===== src/joystickPkg.sv =====
`default_nettype none

package joystickPkg;

    // ====================
    // Data widths
    // ====================
    typedef logic [9:0] axisPos_t;     // One axis reading
    typedef logic [7:0] spiByte_t;     // One byte on MISO
    typedef logic [1:0] buttons_t;     // Bit 0 click, bit 1 downClick

    localparam int SPI_BITS    = 8;    // Bits per byte
    localparam int FRAME_BYTES = 5;    // Bytes per joystick frame

    // Axis decision levels
    localparam axisPos_t HIGH_THRESH = 10'd750;
    localparam axisPos_t LOW_THRESH  = 10'd300;
    localparam axisPos_t CENTRE_POS  = 10'd512;  // Stick at rest

    // ====================
    // Timing in CLK cycles
    // ====================
    // Simulation values, a board build uses 30M / 10M / 20M / 750
    localparam int HOLD_DELAY    = 3000;
    localparam int REPEAT_PERIOD = 1000;
    localparam int POLL_PERIOD   = 1000;
    localparam int SCLK_HALF     = 4;

    // Counter widths
    localparam int COUNT_W    = $clog2(HOLD_DELAY + 1);
    localparam int POLL_CNT_W = $clog2(POLL_PERIOD + 1);
    localparam int SCLK_CNT_W = $clog2(SCLK_HALF + 1);
    localparam int BIT_CNT_W  = $clog2(SPI_BITS + 1);
    localparam int BYTE_CNT_W = $clog2(FRAME_BYTES);

    // Terminal counts, sized to their counters
    localparam logic [COUNT_W-1:0]    HOLD_LAST   = COUNT_W'(HOLD_DELAY - 1);
    localparam logic [COUNT_W-1:0]    REPEAT_LAST = COUNT_W'(REPEAT_PERIOD - 1);
    localparam logic [POLL_CNT_W-1:0] POLL_LAST   = POLL_CNT_W'(POLL_PERIOD - 1);
    localparam logic [SCLK_CNT_W-1:0] SCLK_LAST   = SCLK_CNT_W'(SCLK_HALF - 1);
    localparam logic [BIT_CNT_W-1:0]  BIT_LAST    = BIT_CNT_W'(SPI_BITS);
    localparam logic [BYTE_CNT_W-1:0] BYTE_LAST   = BYTE_CNT_W'(FRAME_BYTES - 1);

    // Per-axis direction FSM
    typedef enum logic [2:0] {
        IDLE,           // Inside centre band
        HOLD_LOW,       // Below band, waiting out hold delay
        HOLD_HIGH,      // Above band, waiting out hold delay
        REPEAT_LOW,     // Below band, pulsing each period
        REPEAT_HIGH     // Above band, pulsing each period
    } axisState_t;

endpackage

`default_nettype wire

===== src/jstkSampleIf.sv =====
`timescale 1ns/1ps
`default_nettype none

// Decoded joystick sample, held between frames
interface jstkSampleIf;
    joystickPkg::axisPos_t xPos;        // Left/right position
    joystickPkg::axisPos_t yPos;        // Up/down position
    joystickPkg::buttons_t buttons;     // Click bits
    logic                  sampleValid; // One cycle after new values land

    modport source (output xPos, output yPos, output buttons, output sampleValid);
    modport sink   (input  xPos, input  yPos, input  buttons, input  sampleValid);
endinterface

`default_nettype wire


===== src/spiByteIf.sv =====
`timescale 1ns/1ps
`default_nettype none

// Byte request/response between frame FSM and SPI shifter
interface spiByteIf;
    logic                  start;   // One-cycle request, only while !busy
    logic                  busy;    // Shifter active
    logic                  done;    // One-cycle end of byte
    joystickPkg::spiByte_t rxByte;  // Valid with done, held after

    modport ctrl    (output start, input  busy, input  done, input  rxByte);
    modport shifter (input  start, output busy, output done, output rxByte);
endinterface

`default_nettype wire


===== src/joystickTop.sv =====
`timescale 1ns/1ps
`default_nettype none

// PmodJSTK reader with repeating direction outputs
module joystickTop (
    input  wire CLK,
    input  wire RST,
    input  wire MISO,
    output wire SS,
    output wire SCLK,
    output wire MOSI,
    output wire left,
    output wire right,
    output wire up,
    output wire down,
    output wire click,
    output wire downClick
);

    logic sclkTick;
    logic pollStrobe;

    spiByteIf    spiBus ();     // Frame FSM to shifter
    jstkSampleIf sampleBus ();  // Decoded sample

    assign MOSI      = 1'b0;                  // No command byte sent
    assign click     = sampleBus.buttons[0];
    assign downClick = sampleBus.buttons[1];

    // ====================
    // SPI path
    // ====================
    pollTimer timer (
        .CLK        (CLK),
        .RST        (RST),
        .sclkTick   (sclkTick),
        .pollStrobe (pollStrobe)
    );

    spiByteShifter shifter (
        .CLK      (CLK),
        .RST      (RST),
        .sclkTick (sclkTick),
        .MISO     (MISO),
        .SCLK     (SCLK),
        .spi      (spiBus.shifter)
    );

    spiFrameCtrl frameCtrl (
        .CLK        (CLK),
        .RST        (RST),
        .pollStrobe (pollStrobe),
        .SS         (SS),
        .spi        (spiBus.ctrl),
        .sample     (sampleBus.source)
    );

    // ====================
    // Direction outputs
    // ====================
    axisRepeater xRepeater (
        .CLK        (CLK),
        .RST        (RST),
        .pos        (sampleBus.xPos),
        .minusPulse (left),
        .plusPulse  (right)
    );

    axisRepeater yRepeater (
        .CLK        (CLK),
        .RST        (RST),
        .pos        (sampleBus.yPos),
        .minusPulse (up),     // Low y is up
        .plusPulse  (down)
    );

endmodule

`default_nettype wire


===== src/axisRepeater.sv =====
`timescale 1ns/1ps
`default_nettype none

// One axis to direction pulses, with hold delay then auto-repeat
module axisRepeater (
    input  wire                   CLK,
    input  wire                   RST,
    input  wire joystickPkg::axisPos_t pos,  // Held sample position
    output logic                  minusPulse, // Below LOW_THRESH
    output logic                  plusPulse   // Above HIGH_THRESH
);

    joystickPkg::axisState_t         state;
    joystickPkg::axisState_t         nextState;
    logic [joystickPkg::COUNT_W-1:0] count;
    logic [joystickPkg::COUNT_W-1:0] nextCount;
    logic                            nextMinus;
    logic                            nextPlus;
    logic                            isLow;
    logic                            isHigh;
    logic                            lowSide;   // FSM tracking the low side
    logic                            stillOut;  // Still past the same threshold

    assign isLow    = (pos < joystickPkg::LOW_THRESH);
    assign isHigh   = (pos > joystickPkg::HIGH_THRESH);
    assign lowSide  = (state == joystickPkg::HOLD_LOW) || (state == joystickPkg::REPEAT_LOW);
    assign stillOut = lowSide ? isLow : isHigh;

    // ====================
    // Next-state logic
    // ====================
    always_comb begin
        nextState = state;
        nextCount = '0;     // Counter clears unless a branch counts
        nextMinus = 1'b0;
        nextPlus  = 1'b0;
        case (state)
            joystickPkg::IDLE: begin
                if (isHigh) begin
                    nextState = joystickPkg::HOLD_HIGH;
                    nextPlus  = 1'b1;                   // Leave-centre pulse
                end else if (isLow) begin
                    nextState = joystickPkg::HOLD_LOW;
                    nextMinus = 1'b1;
                end
            end
            joystickPkg::HOLD_LOW, joystickPkg::HOLD_HIGH: begin
                if (!stillOut)
                    nextState = joystickPkg::IDLE;      // Back in band, silent
                else if (count == joystickPkg::HOLD_LAST)
                    nextState = lowSide ? joystickPkg::REPEAT_LOW : joystickPkg::REPEAT_HIGH;
                else
                    nextCount = count + 1'b1;
            end
            joystickPkg::REPEAT_LOW, joystickPkg::REPEAT_HIGH: begin
                if (!stillOut) begin
                    nextState = joystickPkg::IDLE;
                end else if (count == joystickPkg::REPEAT_LAST) begin
                    nextMinus = lowSide;                // Periodic repeat
                    nextPlus  = !lowSide;
                end else begin
                    nextCount = count + 1'b1;
                end
            end
            default: nextState = joystickPkg::IDLE;
        endcase
    end

    // Registered pulses, one cycle each
    always_ff @(posedge CLK) begin
        if (RST) begin
            state      <= joystickPkg::IDLE;
            count      <= '0;
            minusPulse <= 1'b0;
            plusPulse  <= 1'b0;
        end else begin
            state      <= nextState;
            count      <= nextCount;
            minusPulse <= nextMinus;
            plusPulse  <= nextPlus;
        end
    end

    // Opposite directions are exclusive
    noDualPulse: assert property (@(posedge CLK) disable iff (RST)
        !(minusPulse && plusPulse))
        else $error("axisRepeater minus and plus together");

endmodule

`default_nettype wire


===== src/spiFrameCtrl.sv =====
`timescale 1ns/1ps
`default_nettype none

// Five-byte joystick read under SS, decoded into one sample
module spiFrameCtrl (
    input  wire          CLK,
    input  wire          RST,
    input  wire          pollStrobe,  // Frame request
    output logic         SS,          // Slave select, active low
    spiByteIf.ctrl       spi,
    jstkSampleIf.source  sample
);

    typedef enum logic [1:0] {
        FRM_IDLE,   // SS high, waiting for poll
        FRM_START,  // Byte request on the bus
        FRM_WAIT,   // Shifter running
        FRM_DONE    // Sample just updated
    } frameState_t;

    frameState_t                        state;
    frameState_t                        nextState;
    logic [joystickPkg::BYTE_CNT_W-1:0] byteCnt;   // Index of byte in flight
    logic                               byteDone;  // Shifter finished a byte
    logic                               lastByte;  // Byte in flight is the 5th

    // Bytes 0..3, byte 0 ends up in the top slot
    joystickPkg::spiByte_t [joystickPkg::FRAME_BYTES-2:0] frameSr;

    assign byteDone = (state == FRM_WAIT) && spi.done;
    assign lastByte = (byteCnt == joystickPkg::BYTE_LAST);

    assign spi.start          = (state == FRM_START);  // Single cycle per byte
    assign sample.sampleValid = (state == FRM_DONE);

    // ====================
    // Frame FSM
    // ====================
    always_comb begin
        nextState = state;
        case (state)
            FRM_IDLE:  if (pollStrobe) nextState = FRM_START;  // Poll ignored elsewhere
            FRM_START: nextState = FRM_WAIT;
            FRM_WAIT: begin
                if (byteDone)
                    nextState = lastByte ? FRM_DONE : FRM_START;
            end
            FRM_DONE:  nextState = FRM_IDLE;
            default:   nextState = FRM_IDLE;
        endcase
    end

    always_ff @(posedge CLK) begin
        if (RST) begin
            state   <= FRM_IDLE;
            SS      <= 1'b1;
            byteCnt <= '0;
        end else begin
            state <= nextState;
            if ((state == FRM_IDLE) && pollStrobe) begin
                SS      <= 1'b0;   // Select falls with first start
                byteCnt <= '0;
            end else if (byteDone) begin
                if (lastByte)
                    SS <= 1'b1;    // Release after 5th byte
                else
                    byteCnt <= byteCnt + 1'b1;
            end
        end
    end

    // Frame assembly
    always_ff @(posedge CLK) begin
        if (byteDone)
            frameSr <= {frameSr[joystickPkg::FRAME_BYTES-3:0], spi.rxByte};
    end

    // ====================
    // Sample decode
    // ====================
    // Byte 4 is still on rxByte when the 5th done arrives
    always_ff @(posedge CLK) begin
        if (RST) begin
            sample.xPos    <= joystickPkg::CENTRE_POS;
            sample.yPos    <= joystickPkg::CENTRE_POS;
            sample.buttons <= '0;
        end else if (byteDone && lastByte) begin
            sample.yPos    <= {frameSr[2][1:0], frameSr[3]};  // Bytes 1, 0
            sample.xPos    <= {frameSr[0][1:0], frameSr[1]};  // Bytes 3, 2
            sample.buttons <= spi.rxByte[1:0];
        end
    end

    // Shifter never runs with the slave deselected
    busyUnderSs: assert property (@(posedge CLK) disable iff (RST)
        spi.busy |-> !SS)
        else $error("spiFrameCtrl byte transfer with SS high");

endmodule

`default_nettype wire


===== src/spiByteShifter.sv =====
`timescale 1ns/1ps
`default_nettype none

// SPI mode 0 receiver, one byte per start
// SCLK idles low, MISO taken on each rising edge, MSB first
module spiByteShifter (
    input  wire        CLK,
    input  wire        RST,
    input  wire        sclkTick,  // Half-period pacing
    input  wire        MISO,
    output logic       SCLK,
    spiByteIf.shifter  spi
);

    logic [joystickPkg::BIT_CNT_W-1:0] riseCnt;   // Rising edges so far
    joystickPkg::spiByte_t             rxSr;      // Receive shift register
    logic                              riseEdge;  // SCLK goes high this cycle
    logic                              fallEdge;  // SCLK goes low this cycle
    logic                              lastFall;  // Fall after 8th rise

    assign riseEdge = spi.busy && sclkTick && !SCLK;
    assign fallEdge = spi.busy && sclkTick && SCLK;
    assign lastFall = fallEdge && (riseCnt == joystickPkg::BIT_LAST);

    assign spi.rxByte = rxSr;  // Stable from last rise until next start

    // ====================
    // Control and SCLK
    // ====================
    always_ff @(posedge CLK) begin
        if (RST) begin
            spi.busy <= 1'b0;
            spi.done <= 1'b0;
            SCLK     <= 1'b0;
            riseCnt  <= '0;
        end else begin
            spi.done <= lastFall;  // Pulse lines up with busy dropping
            if (spi.start && !spi.busy) begin
                spi.busy <= 1'b1;
                riseCnt  <= '0;
            end else if (riseEdge) begin
                SCLK    <= 1'b1;
                riseCnt <= riseCnt + 1'b1;
            end else if (fallEdge) begin
                SCLK <= 1'b0;
                if (lastFall)
                    spi.busy <= 1'b0;  // Byte complete
            end
        end
    end

    // Data path, sampled with the rising edge
    always_ff @(posedge CLK) begin
        if (riseEdge)
            rxSr <= {rxSr[joystickPkg::SPI_BITS-2:0], MISO};
    end

    // ====================
    // Checks
    // ====================
    // Frame FSM must wait for the previous byte
    startWhileBusy: assert property (@(posedge CLK) disable iff (RST)
        spi.start |-> !spi.busy)
        else $error("spiByteShifter start while busy");

    // SCLK parked low outside a byte
    sclkIdleLow: assert property (@(posedge CLK) disable iff (RST)
        !spi.busy |-> !SCLK)
        else $error("spiByteShifter SCLK high while idle");

endmodule

`default_nettype wire


===== src/pollTimer.sv =====
`timescale 1ns/1ps
`default_nettype none

// Free-running pacing for SCLK and the frame poll
module pollTimer (
    input  wire  CLK,
    input  wire  RST,
    output logic sclkTick,   // Every SCLK_HALF cycles
    output logic pollStrobe  // Every POLL_PERIOD cycles
);

    logic [joystickPkg::SCLK_CNT_W-1:0] sclkCnt;
    logic [joystickPkg::POLL_CNT_W-1:0] pollCnt;
    logic                               sclkWrap;
    logic                               pollWrap;

    assign sclkWrap = (sclkCnt == joystickPkg::SCLK_LAST);
    assign pollWrap = (pollCnt == joystickPkg::POLL_LAST);

    // ====================
    // Serial clock pacing
    // ====================
    always_ff @(posedge CLK) begin
        if (RST) begin
            sclkCnt  <= '0;
            sclkTick <= 1'b0;
        end else begin
            sclkTick <= sclkWrap;          // Registered strobe
            if (sclkWrap)
                sclkCnt <= '0;
            else
                sclkCnt <= sclkCnt + 1'b1;
        end
    end

    // ====================
    // Poll interval
    // ====================
    always_ff @(posedge CLK) begin
        if (RST) begin
            pollCnt    <= '0;
            pollStrobe <= 1'b0;
        end else begin
            pollStrobe <= pollWrap;        // One frame request per period
            if (pollWrap)
                pollCnt <= '0;
            else
                pollCnt <= pollCnt + 1'b1;
        end
    end

endmodule

`default_nettype wire


===== config.mk =====
export PLATFORM = sky130hd
export DESIGN_NAME = joystickTop
export DESIGN_NICKNAME = d
export VERILOG_FILES = /design/src/joystickPkg.sv /design/src/jstkSampleIf.sv /design/src/spiByteIf.sv /design/src/joystickTop.sv /design/src/axisRepeater.sv /design/src/spiFrameCtrl.sv /design/src/spiByteShifter.sv /design/src/pollTimer.sv
export SDC_FILE = /design/constraint.sdc
export NUM_CORES = 1
export LEC_CHECK = 0
export ABC_CLOCK_PERIOD_IN_PS = 3100
export BUFFER_PORTS_ARGS = -buffer_cell sky130_fd_sc_hd__buf_4
export CAP_MARGIN = 10
export CORE_MARGIN = 10
export CORE_UTILIZATION = 50
export CTS_BUF_LIST = sky130_fd_sc_hd__clkbuf_8 sky130_fd_sc_hd__clkbuf_16
export DETAILED_ROUTE_END_ITERATION = 10
export PLACE_DENSITY = 0.66
export REMOVE_ABC_BUFFERS = 1
export SLEW_MARGIN = 10
export SYNTH_ARGS = -nofsm -noshare
export SYNTH_HDL_FRONTEND = slang
export SYNTH_HIERARCHICAL = 1
export SYNTH_SLANG_ARGS = --single-unit

===== constraint.sdc =====
create_clock -name CLK -period 3.1 [get_ports CLK]
set_clock_uncertainty 0.2 [all_clocks]
set_input_delay 0.62 -clock CLK [delete_from_list [all_inputs] [get_ports CLK]]
set_output_delay 0.62 -clock CLK [all_outputs]
set_load 0.02 [all_outputs]

==> results of run 1 <==
==> power groups by stage <==
stage               clock network, W   logic, W  registers (W)
floorplan                          0  0.0000246        0.00172
global placement                   0  0.0000405        0.00172
detailed placement                 0  0.0000425        0.00172
CTS                          0.00203  0.0000424        0.00169
global route                 0.00210  0.0000484        0.00169
finish                       0.00199  0.0000420        0.00169
==> layout make-up <==
class / count / area (sq um)
clock buffer: 22 / 528
clock inverter: 10 / 95.1
fill: 886 / 4300
inverter: 20 / 75.1
multi-input combinational: 326 / 2130
sequential: 124 / 2880
tap: 136 / 170
timing repair buffer: 11 / 95.1
==> critical path, stage by stage (launching register included) <==
cell and delay (ns):
dfxtp_1 0.36, ha_1 0.22, nand4b_1 0.16, or3_1 0.39
o32ai_2 0.75, nor4b_1 0.13
==> flip-flops by register name, summed over array words and instances, names as in the netlist, 4 cells and up <==
name,flops
xRepeater/count,12
frameCtrl/sample.xPos,10
frameCtrl/sample.yPos,10
timer/pollCnt,10
yRepeater/count,12
shifter/riseCnt,4
shifter/spi.rxByte,8
frameCtrl/frameSr,32
==> worst paths after layout <==
| path | from | endpoint | slack, ns |
|---|---|---|---|
| max | yRepeater/count[0] | yRepeater/count[1] | 0.74 |
| min | MISO | shifter/spi.rxByte[0] | 0.09 |
| max reg2reg | yRepeater/count[0] | yRepeater/count[1] | 0.74 |
| min reg2reg | frameCtrl/frameSr[22] | frameCtrl/frameSr[30] | 0.22 |
==> metal layers <==
metal  vias up  share of wire  GRT usage
li1       1853              -          -
met1      1763           0.47      0.160
met2        45           0.49      0.224
met3        10          0.029     0.0344
met4         0          0.010     0.0486
met5         -              0          0
==> cell usage in the layout, fill, tap and decap left out, drive strengths merged, types with 5 or more instances in the layout <==
cell type,count
dfxtp,84
edfxtp,40
nand3,36
a21oi,34
o21ai,30
nor3,28
nand2,26
inv,24
nor2,23
clkbuf,22
xor2,19
buf,11
xnor2,10
nand4,10
ha,9
nor4,9
nand4b,8
a2111oi,8
or3,7
o211ai,6
o31ai,5
==> stage by stage <==
step	worst slack [ns]	cells	power, W	area (sq um)
after floorplan	1.06	470	0.00174	5080
final	0.743	649	0.00371	5970
after global placement	0.881	617	0.00176	5350
after global routing	0.613	649	0.00383	5970
after CTS	0.747	649	0.00376	5970
after detailed placement	0.774	617	0.00176	5350
==> run_results.csv, run 1 <==
group,metric,value,unit
status,status,"finished clean",
final_layout,drive_above_1_share,0.117,
synth,synth_area,0.00524,sq mm
sta,max-slew-margin-rel,0.431,
power_and_ir_drop,power_density,622,mW/mm^2
global_routing,grt_pass1_vias,3574,
clock_network,numCtsBuffers,17,
sta,fin_tns_setup,0,ns
global_routing,grt_antenna_before_repair,0,
clock_network,clk_latency,0.50,ns
routing,drc,0,
global_routing,track_usage,0.133,
power_and_ir_drop,comb_power_share,0.011,
floorplan,core,0.0103,sq mm
sta,finalSetupViolations,0,
sta,clock.fmax,424,MHz
power_and_ir_drop,power_frac_seq,0.454,
placed_design,routabilityCongestion,0.818,
clock_network,cts.htree.levels,4,
sta,hold_viol_final,0,
worst_hold_path,min_delay_path_depth,1,
critical_path,required,3.25,ns
global_routing,grt_first_pass_wirelength,16400,um
job,drv_cap,0,
sta,fin_crit,2.36,ns
clock_network,cts_sinks,124,
floorplan,start_util,0.509,
routing,antenna_left,0,
synth,synthesis.instances,496,
clock_network,root_buffer,"clkbuf_8",
floorplan,die_width,122,um
critical_path,critPathCaptureType,"flop",
floorplan,dieArea,0.0150,sq mm
critical_path,arrival,2.51,ns
placed_design,port_buffers,10,
clock_network,clk_pin_slew,0.06,ns
final_layout,final_util,0.581,
routing,via_count,3671,
global_routing,grt-ovfl-total,0,
sta,rsz0062_at_grt,"no",
routing,drt-pass1-iter-count,5,
worst_hold_path,hp-class,"in2reg",
floorplan,pin_count,12,
final_layout,num_antenna_cells,0,
synth,syn_area_per_cell,10.6,sq um
sta,fin_crit_sh,0.760,
power_and_ir_drop,swShare,0.200,
critical_path,path_class,"reg2reg",
floorplan,placement_rows,37,
sta,tightest_slew,0.854,ns
power_and_ir_drop,p_int,0.00297,W
clock_network,cts_hold_buf,0,
synth,ys_warn_count,6,
power_and_ir_drop,p_switching,0.000741,W
placed_design,dp_hpwl,5940,um
clock_network,cts_resized,0,
critical_path,cp_max_fo,12,
power_and_ir_drop,p_clk_frac,0.535,
routing,routed_via_density,5.66,
sta,hold_ws,0.0917,ns
final_layout,syn_to_final_growth,14.1,%
power_and_ir_drop,ir_drop,0.399,mV
clock_network,post_cts_buffers,0,
clock_network,clockBufferDepth,2,
routing,totalWireLength,9510,um
routing,wl_per_cell,14.7,um
power_and_ir_drop,p_leak,2.02,nW
critical_path,critPathLaunchType,"flop",
sta,final_max_slew_viol_count,0,
global_routing,grt_max_degree,62,
final_layout,final_nets,512,
clock_network,cts_tree,"yes",
critical_path,reg2reg_depth,5,
floorplan,die_h,122,um
routing,drtIter0Drc,357,
(Power assumes the default switching activity.)
==> run 2, diff against run 1 <==
--- a/config.mk
+++ b/config.mk
@@ -5,14 +5,14 @@
 export SDC_FILE = /design/constraint.sdc
 export NUM_CORES = 1
 export LEC_CHECK = 0
-export ABC_CLOCK_PERIOD_IN_PS = 3100
+export ABC_CLOCK_PERIOD_IN_PS = 2100
 export BUFFER_PORTS_ARGS = -buffer_cell sky130_fd_sc_hd__buf_4
 export CAP_MARGIN = 10
 export CORE_MARGIN = 10
 export CORE_UTILIZATION = 50
 export CTS_BUF_LIST = sky130_fd_sc_hd__clkbuf_8 sky130_fd_sc_hd__clkbuf_16
 export DETAILED_ROUTE_END_ITERATION = 10
-export PLACE_DENSITY = 0.66
+export PLACE_DENSITY = 0.69
 export REMOVE_ABC_BUFFERS = 1
 export SLEW_MARGIN = 10
 export SYNTH_ARGS = -nofsm -noshare
==> constraint.sdc (replaced) <==
create_clock -name CLK -period 2.1 [get_ports CLK]
set_clock_uncertainty 0.2 [all_clocks]
set_input_delay 0.42 -clock CLK [delete_from_list [all_inputs] [get_ports CLK]]
set_output_delay 0.42 -clock CLK [all_outputs]
set_load 0.02 [all_outputs]
==> run 2 against run 1 <==
  * Sequential share of layout area fell by 0.71 points
  * Die area did not move
  * Register-to-register slack got worse by 0.63 ns
  * Worst setup slack got worse by 0.63 ns
  * Fmax rose by 18%
  * Via count did not move
  * Clock power rose by 46%
  * Combinational power rose by 56%
  * Critical path depth rose by 1
  * Hold slack improved by 0.083 ns
  * Count of clock-buffer cells in the layout fell by 5
==> run_results.csv, run 2 (same netlist as run 1, synthesis figures left out) <==
group,metric,value,unit
status,status,"finished clean",
final_layout,multi_input_area,0.00217,sq mm
floorplan,die_width,122,um
worst_hold_path,min_delay_path_depth,2,
critical_path,r2r_start,"yRepeater/count[0]",
placed_design,dp_hpwl,5870,um
final_layout,finalInstanceArea,0.00606,sq mm
clock_network,clockBufferDepth,2,
global_routing,grt_antenna_before_repair,0,
final_layout,layout_common_cells,"dfxtp_1, edfxtp_1, nand3_1",
placed_design,dp_slack,0.103,ns
power_and_ir_drop,ir_drop,0.566,mV
routing,antenna_left,0,
critical_path,reg2reg_depth,6,
power_and_ir_drop,power_density,901,mW/mm^2
critical_path,path_cells,"ha_1 > nand4b_1 > or3_1 > o32ai_2 > buf_6 > nor4b_1",
clock_network,root_buffer,"clkbuf_8",
sta,max-slew-margin-rel,0.602,
clock_network,cts.htree.levels,4,
routing,drt-pass1-iter-count,4,
final_layout,drive_above_1_share,0.138,
critical_path,r2r_slack,0.11,ns
critical_path,critPathLaunchType,"flop",
worst_hold_path,hold_end,"timer/pollCnt[2]",
final_layout,n_fill_cell,899,
floorplan,die_h,122,um
critical_path,required,2.28,ns
power_and_ir_drop,p_clk_frac,0.533,
final_layout,layout_commonest_cell,"dfxtp_1",
routing,totalWireLength,9390,um
placed_design,port_buffers,10,
global_routing,grt_pass1_vias,3454,
power_and_ir_drop,swShare,0.208,
floorplan,core,0.0103,sq mm
sta,rsz0062_at_grt,"yes",
routing,routed_via_density,5.59,
global_routing,grt_first_pass_wirelength,15800,um
final_layout,top_register,"frameCtrl/frameSr",
worst_hold_path,hp-class,"in2reg",
critical_path,arrival,2.17,ns
routing,drtIter0Drc,294,
sta,finalSetupViolations,0,
critical_path,cp_slowest_stage_delay,0.39,ns
clock_network,cts_sinks,124,
power_and_ir_drop,power,0.00547,W
final_layout,fin_cells,657,
worst_hold_path,min-delay-start,"RST",
final_layout,final_nets,520,
routing,wl_per_cell,14.3,um
final_layout,largest_register_ffs,32,
clock_network,clk_latency,0.50,ns
power_and_ir_drop,comb_power_share,0.012,
power_and_ir_drop,p_int,0.00433,W
power_and_ir_drop,power_frac_seq,0.455,
global_routing,grt-ovfl-total,0,
final_layout,seq_area,0.00288,sq mm
global_routing,grt_max_degree,56,
routing,via_count,3671,
critical_path,slowest_stage,"or3_1",
critical_path,path_class,"reg2reg",
sta,fin_crit_sh,0.948,
final_layout,reg_top3,"frameCtrl/frameSr: 32 flops, xRepeater/count: 12 flops, yRepeater/count: 12 flops",
final_layout,syn_to_final_growth,15.8,%
global_routing,track_usage,0.129,
sta,hold_viol_final,0,
sta,tightest_slew,0.596,ns
sta,fin_crit,1.99,ns
sta,clock.fmax,502,MHz
critical_path,critPathCaptureType,"flop",
critical_path,cp_max_fo,12,
placed_design,routabilityCongestion,0.809,
job,drv_cap,0,
placed_design,dp_cells,623,
clock_network,cts_tree,"yes",
power_and_ir_drop,p_leak,2.05,nW
routing,drc,0,
floorplan,start_util,0.509,
clock_network,clk_pin_slew,0.06,ns
final_layout,num_antenna_cells,0,
sta,fin_ws,0.109,ns
power_and_ir_drop,p_switching,0.00114,W
critical_path,worstReg2RegEnd,"yRepeater/count[1]",
clock_network,numCtsBuffers,17,
sta,final_max_slew_viol_count,0,
floorplan,dieArea,0.0150,sq mm
placed_design,placedInstanceArea,0.00540,sq mm
floorplan,pin_count,12,
floorplan,placement_rows,37,
run 2: per-stage QoR:
step	hold WS, ns	utilization	TNS (ns)
finish	0.174	0.590	0
global route	0.203	0.590	-0.0406
floorplan	0.200	-	0
CTS	0.167	0.584	0
detailed placement	0.205	0.525	0
global placement	0.201	0.525	0
run 2: timing repair:
item                                    in CTS  in global routing
endpoints found under the setup margin       0                 16
hold buffers                                 1                  0
resized for setup                            0                 13
buffers inserted                             0                  0
endpoints found under the hold margin        1                  0
run 2: worst max-delay path by stage:
stage                                  start                   end  slack (ns)  depth (start not counted)
floorplan                 xRepeater/count[0]    xRepeater/count[1]        0.06                          5
global placement          xRepeater/count[0]    xRepeater/count[1]        0.14                          6
detailed placement        yRepeater/count[0]    yRepeater/count[2]        0.10                          6
CTS                       xRepeater/count[0]  xRepeater/minusPulse        0.05                          5
global route        frameCtrl/sample.xPos[2]   xRepeater/plusPulse       -0.03                          4
finish                    yRepeater/count[0]    yRepeater/count[1]        0.11                          6
run 2: final cells by class:
cell class | instances | share of cell area
flip-flops and latches | 124 | 0.476
repair buffers | 19 | 0.0279
clock inverters | 15 | 0.0305
inverters | 20 | 0.0124
multi-input cells | 326 | 0.357
well taps | 136 | 0.0281
clock buffers | 17 | 0.0683
run 2: power groups by stage:
stage	Sequential [W]	Clock, W	Combinational (W)
6_report	0.00249	0.00291	0.0000655
5_1_grt	0.00249	0.00309	0.0000765
4_1_cts	0.00249	0.00297	0.0000653
3_5_place_dp	0.00254	0	0.0000630
3_3_place_gp	0.00254	0	0.0000606
2_1_floorplan	0.00254	0	0.0000363
run 2: worst max-delay path, delay by kind of cell, from the launching register on:
kind            cells  cell delay (ns)
compound gates      1             0.29
fa+ha+maj           1             0.22
buf+inv             1             0.19
flops               1             0.36
simple gates        3             0.61
run 2: layer usage:
metal / track usage / up-vias / wire length, um
li1: - / 1865 / -
met1: 0.153 / 1733 / 4300
met2: 0.217 / 64 / 4610
met3: 0.0363 / 9 / 397
met4: 0.0530 / 0 / 84
met5: 0 / - / 0
